$ cat config.mk
export PLATFORM = sky130hd
export DESIGN_NAME = dcache_top
export DESIGN_NICKNAME = d
export VERILOG_FILES = /design/src/hdl/dcache_pkg.sv /design/src/hdl/dcache_ways.sv /design/src/hdl/dcache_ctrl.sv /design/src/hdl/dcache_top.sv
export VERILOG_INCLUDE_DIRS = /design/src /design/src/include
export SDC_FILE = /design/constraint.sdc
export NUM_CORES = 2
export LEC_CHECK = 0
export BUFFER_PORTS_ARGS = -buffer_cell sky130_fd_sc_hd__buf_2
export CAP_MARGIN = 20
export CORE_MARGIN = 2
export CORE_UTILIZATION = 50
export DETAILED_ROUTE_END_ITERATION = 6
export GPL_ROUTABILITY_DRIVEN = 0
export HOLD_SLACK_MARGIN = 0.02
export PLACE_DENSITY = 0.68
export SYNTH_ARGS = -nofsm -noshare
export SYNTH_HDL_FRONTEND = slang
export SYNTH_SLANG_ARGS = --single-unit
$ cat constraint.sdc
create_clock -name CLK -period 6.6 [get_ports CLK]
set_clock_uncertainty 0.05 [all_clocks]
set_input_delay 0.33 -clock CLK [delete_from_list [all_inputs] [get_ports CLK]]
set_output_delay 0.33 -clock CLK [all_outputs]
set_load 0.01 [all_outputs]
$ cat src/include/dcache_consts.svh
`ifndef DCACHE_CONSTS_SVH
`define DCACHE_CONSTS_SVH

// data word and address word
`define DC_WORD_W 32

// sets per way
`define DC_SETS 8

// set index bits, log2 of DC_SETS
`define DC_IDX_W 3

// address bits above index, block offset and byte offset
`define DC_TAG_W 26

// words in one block
`define DC_BLK_WORDS 2

// associativity
`define DC_WAYS 2

`endif

$ cat src/hdl/dcache_pkg.sv
`include "dcache_consts.svh"

package dcache_pkg;

    typedef logic [`DC_WORD_W-1:0] word_t;
    typedef logic [`DC_TAG_W-1:0]  tag_t;
    typedef logic [`DC_IDX_W-1:0]  idx_t;
    typedef logic                  way_t;

    // byte address split for lookup
    typedef struct packed {
        tag_t       tag;
        idx_t       idx;
        logic       blkoff;
        logic [1:0] bytoff;
    } dcache_addr_t;

    // one block frame
    typedef struct packed {
        logic                          valid;
        logic                          dirty;
        tag_t                          tag;
        word_t [`DC_BLK_WORDS-1:0]     data;
    } frame_t;

    typedef struct packed {
        logic  ren;
        logic  wen;
        word_t addr;
        word_t wdata;
    } core_req_t;

    typedef struct packed {
        logic  ren;
        logic  wen;
        word_t addr;
        word_t wdata;
    } mem_req_t;

    // frame selection from controller
    typedef struct packed {
        idx_t idx;
        tag_t tag;
        logic word;
        logic force_en;
        way_t force_way;
    } way_sel_t;

    // lookup result for the selected set
    typedef struct packed {
        logic  hit;
        way_t  way;
        logic  valid;
        logic  dirty;
        tag_t  tag;
        word_t rdata;
    } way_stat_t;

    // frame update command
    typedef struct packed {
        logic  store;
        logic  fill;
        logic  last;
        logic  clean;
        logic  touch;
        word_t data;
    } way_wr_t;

    typedef enum logic [3:0] {
        IDLE,
        WB0,
        WB1,
        FILL0,
        FILL1,
        FLUSH_SCAN,
        FLUSH_WB0,
        FLUSH_WB1,
        DONE
    } ctrl_state_t;

endpackage

$ cat src/hdl/dcache_ways.sv
`timescale 1ns/1ps
`include "dcache_consts.svh"

module dcache_ways
    import dcache_pkg::*;
(
    input  logic      CLK,
    input  logic      nRST,
    input  way_sel_t  sel,
    input  way_wr_t   wr,
    output way_stat_t stat
);

    // frame storage, one table per way
    frame_t tab [`DC_WAYS][`DC_SETS];

    // per set, the way to evict next
    way_t lru [`DC_SETS];

    logic [`DC_WAYS-1:0] way_hit;
    way_t                sel_way;
    frame_t              cur;

    // tag compare across all ways
    // no hits while the flush walker owns the selection
    always_comb begin
        for (int w = 0; w < `DC_WAYS; w++) begin
            way_hit[w] = tab[w][sel.idx].valid &&
                         (tab[w][sel.idx].tag == sel.tag) &&
                         !sel.force_en;
        end
    end

    // way to act on
    // hit first, then forced way, then the lru victim
    always_comb begin
        sel_way = lru[sel.idx];
        if (sel.force_en) begin
            sel_way = sel.force_way;
        end
        for (int w = 0; w < `DC_WAYS; w++) begin
            if (way_hit[w]) begin
                sel_way = way_t'(w);
            end
        end
    end

    assign cur = tab[sel_way][sel.idx];

    always_comb begin
        stat       = '0;
        stat.hit   = |way_hit;
        stat.way   = sel_way;
        stat.valid = cur.valid;
        stat.dirty = cur.dirty;
        stat.tag   = cur.tag;
        stat.rdata = cur.data[sel.word];
    end

    // frame and lru updates
    always_ff @(posedge CLK or negedge nRST) begin
        if (!nRST) begin
            tab <= '{default: '0};
            lru <= '{default: '0};
        end else begin
            // core write into a resident block
            if (wr.store) begin
                tab[sel_way][sel.idx].data[sel.word] <= wr.data;
                tab[sel_way][sel.idx].dirty          <= 1'b1;
            end

            // refill word from memory
            if (wr.fill) begin
                tab[sel_way][sel.idx].data[sel.word] <= wr.data;
                // block becomes resident with its last word
                if (wr.last) begin
                    tab[sel_way][sel.idx].tag   <= sel.tag;
                    tab[sel_way][sel.idx].valid <= 1'b1;
                    tab[sel_way][sel.idx].dirty <= 1'b0;
                end
            end

            // block now matches memory
            if (wr.clean) begin
                tab[sel_way][sel.idx].dirty <= 1'b0;
            end

            // other way becomes the victim
            if (wr.touch) begin
                lru[sel.idx] <= ~sel_way;
            end
        end
    end

endmodule

$ cat src/hdl/dcache_ctrl.sv
`timescale 1ns/1ps
`include "dcache_consts.svh"

module dcache_ctrl
    import dcache_pkg::*;
(
    input  logic      CLK,
    input  logic      nRST,
    input  core_req_t core_req,
    input  logic      halt,
    input  way_stat_t stat,
    input  word_t     dload,
    input  logic      dwait,
    output way_sel_t  sel,
    output way_wr_t   wr,
    output logic      dhit,
    output word_t     dmemload,
    output logic      flushed,
    output mem_req_t  mem_req
);

    ctrl_state_t state;
    ctrl_state_t next_state;

    // flush walker, set in upper bits, way in bit 0
    logic [`DC_IDX_W:0] fcnt;
    logic               fcnt_step;
    logic               fcnt_last;
    logic               flushing;

    dcache_addr_t req_addr;
    dcache_addr_t wb_addr;
    dcache_addr_t fill_addr;
    logic         req_on;

    assign req_addr  = core_req.addr;
    assign req_on    = core_req.ren | core_req.wen;
    assign fcnt_last = &fcnt;
    assign flushing  = (state == FLUSH_SCAN) ||
                       (state == FLUSH_WB0) ||
                       (state == FLUSH_WB1);

    // frame selection
    always_comb begin
        sel           = '0;
        sel.tag       = req_addr.tag;
        sel.force_en  = flushing;
        sel.force_way = fcnt[0];
        sel.idx       = flushing ? fcnt[`DC_IDX_W:1] : req_addr.idx;

        case (state)
            IDLE:                   sel.word = req_addr.blkoff;
            WB1, FILL1, FLUSH_WB1:  sel.word = 1'b1;
            default:                sel.word = 1'b0;
        endcase
    end

    // victim block address from its stored tag
    always_comb begin
        wb_addr        = '0;
        wb_addr.tag    = stat.tag;
        wb_addr.idx    = sel.idx;
        wb_addr.blkoff = sel.word;
    end

    // refill block address from the request
    always_comb begin
        fill_addr        = '0;
        fill_addr.tag    = req_addr.tag;
        fill_addr.idx    = req_addr.idx;
        fill_addr.blkoff = sel.word;
    end

    assign dmemload = stat.rdata;
    assign flushed  = (state == DONE);

    always_comb begin
        next_state = state;
        fcnt_step  = 1'b0;
        wr         = '0;
        mem_req    = '0;
        dhit       = 1'b0;

        case (state)
            IDLE: begin
                if (halt) begin
                    next_state = FLUSH_SCAN;
                end else if (req_on) begin
                    if (stat.hit) begin
                        dhit     = 1'b1;
                        wr.touch = 1'b1;
                        wr.store = core_req.wen;
                        wr.data  = core_req.wdata;
                    end else if (stat.valid && stat.dirty) begin
                        next_state = WB0;
                    end else begin
                        next_state = FILL0;
                    end
                end
            end

            // victim write-back, one word per transfer
            WB0: begin
                mem_req.wen   = 1'b1;
                mem_req.addr  = wb_addr;
                mem_req.wdata = stat.rdata;
                if (!dwait) begin
                    next_state = WB1;
                end
            end

            WB1: begin
                mem_req.wen   = 1'b1;
                mem_req.addr  = wb_addr;
                mem_req.wdata = stat.rdata;
                if (!dwait) begin
                    wr.clean   = 1'b1;
                    next_state = FILL0;
                end
            end

            FILL0: begin
                mem_req.ren  = 1'b1;
                mem_req.addr = fill_addr;
                if (!dwait) begin
                    wr.fill    = 1'b1;
                    wr.data    = dload;
                    next_state = FILL1;
                end
            end

            // last word sets tag and valid, request hits next cycle
            FILL1: begin
                mem_req.ren  = 1'b1;
                mem_req.addr = fill_addr;
                if (!dwait) begin
                    wr.fill    = 1'b1;
                    wr.last    = 1'b1;
                    wr.data    = dload;
                    next_state = IDLE;
                end
            end

            // walk all frames, skip clean ones
            FLUSH_SCAN: begin
                if (stat.dirty) begin
                    next_state = FLUSH_WB0;
                end else if (fcnt_last) begin
                    next_state = DONE;
                end else begin
                    fcnt_step = 1'b1;
                end
            end

            FLUSH_WB0: begin
                mem_req.wen   = 1'b1;
                mem_req.addr  = wb_addr;
                mem_req.wdata = stat.rdata;
                if (!dwait) begin
                    next_state = FLUSH_WB1;
                end
            end

            FLUSH_WB1: begin
                mem_req.wen   = 1'b1;
                mem_req.addr  = wb_addr;
                mem_req.wdata = stat.rdata;
                if (!dwait) begin
                    wr.clean = 1'b1;
                    if (fcnt_last) begin
                        next_state = DONE;
                    end else begin
                        fcnt_step  = 1'b1;
                        next_state = FLUSH_SCAN;
                    end
                end
            end

            // held until reset
            DONE: begin
                next_state = DONE;
            end

            default: begin
                next_state = IDLE;
            end
        endcase
    end

    always_ff @(posedge CLK or negedge nRST) begin
        if (!nRST) begin
            state <= IDLE;
            fcnt  <= '0;
        end else begin
            state <= next_state;
            if (state == IDLE && halt) begin
                fcnt <= '0;
            end else if (fcnt_step) begin
                fcnt <= fcnt + 1'b1;
            end
        end
    end

endmodule

$ cat src/hdl/dcache_top.sv
`timescale 1ns/1ps
`include "dcache_consts.svh"

module dcache_top
    import dcache_pkg::*;
(
    input  logic      CLK,
    input  logic      nRST,

    // core side
    input  core_req_t core_req,
    input  logic      halt,
    output logic      dhit,
    output word_t     dmemload,
    output logic      flushed,

    // memory side
    output mem_req_t  mem_req,
    input  word_t     dload,
    input  logic      dwait
);

    // controller to storage
    way_sel_t  sel;
    way_wr_t   wr;
    way_stat_t stat;

    dcache_ways u_ways (
        .CLK  (CLK),
        .nRST (nRST),
        .sel  (sel),
        .wr   (wr),
        .stat (stat)
    );

    dcache_ctrl u_ctrl (
        .CLK      (CLK),
        .nRST     (nRST),
        .core_req (core_req),
        .halt     (halt),
        .stat     (stat),
        .dload    (dload),
        .dwait    (dwait),
        .sel      (sel),
        .wr       (wr),
        .dhit     (dhit),
        .dmemload (dmemload),
        .flushed  (flushed),
        .mem_req  (mem_req)
    );

endmodule

==> summary.md <==
| Metric | Value |
|---|---|
| Top cells by count, synth | dfrtp_1 (1488), mux2_2 (1215), a21oi_1 (418), nand2_1 (354), nor2_1 (333) |
| Syn_area_per_cell | 11.73 µm² |
| Critical Path RT | just over 6 ns |
| Synth cell types | 89 |
| Drt wl/cell | 32.78 µm |
| Placed Area | 79090 µm² |
| Initial antenna violation count | 15 |
| Most common cell in the synthesized netlist | dfrtp_1 |
| PD cells | 424.0 nW/µm² |
| #FFs+latches synth | 1488 |
| NumNets Final | 6743 |
| Max Freq | 0.1497 GHz |
| Slew Limit Fails | 0 |
| Slew margin rel. | between 10% and 20% |
| Die footprint | 150400 µm² |
| DRT antenna net count | 0 |
| HP Class | in2reg |
| Crit-path max FO | 10 |
| Final WL | 285200 µm |
| Crit. End Element | output pin |
| Worst setup path start | u_ctrl.state[0] |
| Hold_sp | core_req[40] |
| Fin worst setup slack | -0.07849 ns |
| Worst reg2reg setup slack | around 0.40 ns |
| DR iter-0 viols | 8285 |
| Syn Inst Count | 6281 |
| Top-area cell type share of the netlist area | 50.55% |
| Unrepaired setup endpoints after global routing | yes |
| CTS Buf Count | 161 |
| Clock latency on the worst-skew pair | 0.81 ns |
| DP Wirelength | 169100 µm |
| Floorplan Core Area | 145900 µm² |
| Layout cells sized above 1 | 37.50% |
| Leading area contributor after synthesis | dfrtp_1 |
| Hold Path Sink | u_ways.tab[526] |
| Final std cells w/o fill | 8700 |
| Largest net degree at the start of global routing | 182 |
| First-pass GRT wire length | 406100 µm |
| R2R depth | 22 |
| Design area | 87810 µm² |
| Overall routing resource usage | 36.63% |
| Crit path launch type | flip-flop |
| Async SR Flop Fraction | 100.0% |
| Number of top-level pins | between 200 and 250 |
| Placed cells | 8226 |
| Clock buffer depth | 3 |
| Leakage power | 41.19 nW |
| Vias per cell | 6.939 |
| Final Hold Violating Endpoints | 0 |
| Max Cap Violations | 0 |
| Initial Util | between 50% and 60% |
| Chip height | 387.8 µm |
| Drt drc | 0 |
| CP Class | reg2out |
| Crit share post-route | 101.2% |
| # port buffers | 197 |
| Worst r2r src | u_ctrl.state[0] |
| Total grt overflow | 0 |
| TritonCTS clock tree | built |
| Clock transition at path regs | 0.06 ns |
| Synth area leaders | dfrtp_1 (51%), mux2_2 (19%), mux2i_1 (3.7%) |
| Post-synthesis sequential area ratio | 50.55% |
| Fin crit period | 6.678 ns |
| Die Width | 387.8 µm |
| Post-synth EDFFs | 0 |
| Critical path arrival | around 6.3 ns |
| Synthesized area | roughly 74000 µm² |
| Area grow syn2layout | 19.20% |
| Top_reg_cell synth | dfrtp_1 |
| Row count | 140 |
| Worst R2R End | u_ways.tab[37] |
| Vias in the first global route | between 50000 and 60000 |
| Clk sinks | 1488 |
| DR pass1 iterations | 7 |
| Outcome | complete, but fails checks |
| Hold path depth | 2 |
| H-tree depth | 4 |
| Worst VDD drop | 0.0003095 V |
| Worst Tran Pin Value | between 1 and 1.5 ns |
| Vias post-DR | 60368 |
| Yosys Warn Count | 0 |
| Final setup viols | 6 |
| Clock Root Buffer | clkbuf_16 |
| Violations in the final reports | setup timing |
## registers in the layout, summed over array words and instances, names as in the netlist
register / flops
u_ways.tab: 1472
u_ctrl.fcnt: 4
u_ctrl.state: 4
u_ways.lru: 8
## cells in the final DEF (no fill, tap or decap), drive strengths merged, types with 46 or more instances in the layout
cell type,n
a221oi,55
o211ai,53
and2,66
mux4,80
nor3,78
o21ai,134
nor2,336
buf,719
mux2,1216
clkbuf,256
mux2i,275
a31oi,48
o22ai,109
a21oi,419
a22oi,119
o221ai,46
a211oi,122
nand3,91
nand2,356
dfrtp,1488
dlygate4sd3,61
## worst max-delay path by stage
stage,endpoint,slack (ns),cells after the start
6_report,mem_req[8],-0.08,21
5_1_grt,mem_req[8],-0.12,23
4_1_cts,mem_req[14],-0.02,20
3_5_place_dp,mem_req[28],-0.04,21
3_3_place_gp,mem_req[28],-0.09,21
2_1_floorplan,mem_req[7],1.08,22
## report_power, final
| part | switching [mW] | total [mW] | internal, mW |
|---|---|---|---|
| Sequential | 1.31 | 12.2 | 10.9 |
| Combinational | 9.31 | 15.5 | 6.15 |
| Clock | 3.96 | 9.55 | 5.58 |
| Total | 14.6 | 37.2 | 22.6 |
## worst max-delay path: stages, from the launching register on
cell and delay (ns):
dfrtp_2 0.46, or2_4 0.30, buf_12 0.17, and3_4 0.22
nor2_4 0.30, buf_12 0.20, buf_4 0.12, mux2i_2 0.37
a221oi_1 0.17, xnor2_1 0.37, nand4_1 0.15, or3_4 0.45
nor2_4 0.13, or2_4 0.26, buf_8 0.18, buf_12 0.16
mux4_2 0.53, o211ai_1 0.27, o22ai_2 0.15, a211oi_2 0.21
buf_4 0.17, buf_4 0.12
## logic make-up (layout without fill, tap and decap cells)
kind of cell	after synthesis	after routing	share of synthesized area, %
flip-flops	1488	1488	50.55
XOR/XNOR	53	53	0.6301
buffers and inverters	626	1115	3.664
other	1	12	0.005090
multiplexers	1571	1571	24.77
AND/OR/NAND/NOR	1112	1114	6.972
adder cells (fa/ha/maj)	1	1	0.01698
AO/OA/AOI/OAI	1429	1429	13.40
## layer usage
metal / track usage, % / routed length, µm
met5: 0.8293 / 400
met4: 22.64 / 20970
met3: 11.02 / 35020
met2: 54.07 / 123900
met1: 47.24 / 104900
## stage by stage
stage | TNS [ns] | utilization [%] | total power [mW] | hold slack [ns] | setup slack (ns)
after CTS | -0.02493 | 59.00 | 35.51 | 0.02395 | -0.02493
after detailed placement | -0.06278 | 54.20 | 25.54 | 0.3776 | -0.03714
final | -0.2374 | 60.18 | 37.23 | 0.07703 | -0.07849
after floorplan | 0 | - | 19.63 | -0.01559 | 1.079
after global routing | -0.9040 | 60.17 | 38.29 | 0.06460 | -0.1158
after global placement | -0.1687 | 54.20 | 25.23 | 0.3652 | -0.09280
## layout make-up
| type | count | area [µm²] |
|---|---|---|
| antenna | 10 | 25.02 |
| clock buffer | 241 | 4805 |
| timing repair buffer | 797 | 7416 |
| sequential | 1488 | 37240 |
| inverter | 22 | 86.33 |
| clock inverter | 55 | 802.0 |
| multi-input combinational | 4170 | 35040 |
| fill | 11498 | 58100 |
| tap | 1917 | 2399 |
## repair_timing
| item | CTS | global route |
|---|---|---|
| buffers inserted | 31 | 60 |
| setup endpoints to repair | 90 | 90 |
| endpoints found under the hold margin | 453 | 0 |
| hold buffers | 61 | 0 |
| gates cloned | 4 | 16 |
| gates resized for setup | 96 | 157 |
| pin swaps | 19 | 54 |
Note: power is estimated with default switching activity, not from simulation.
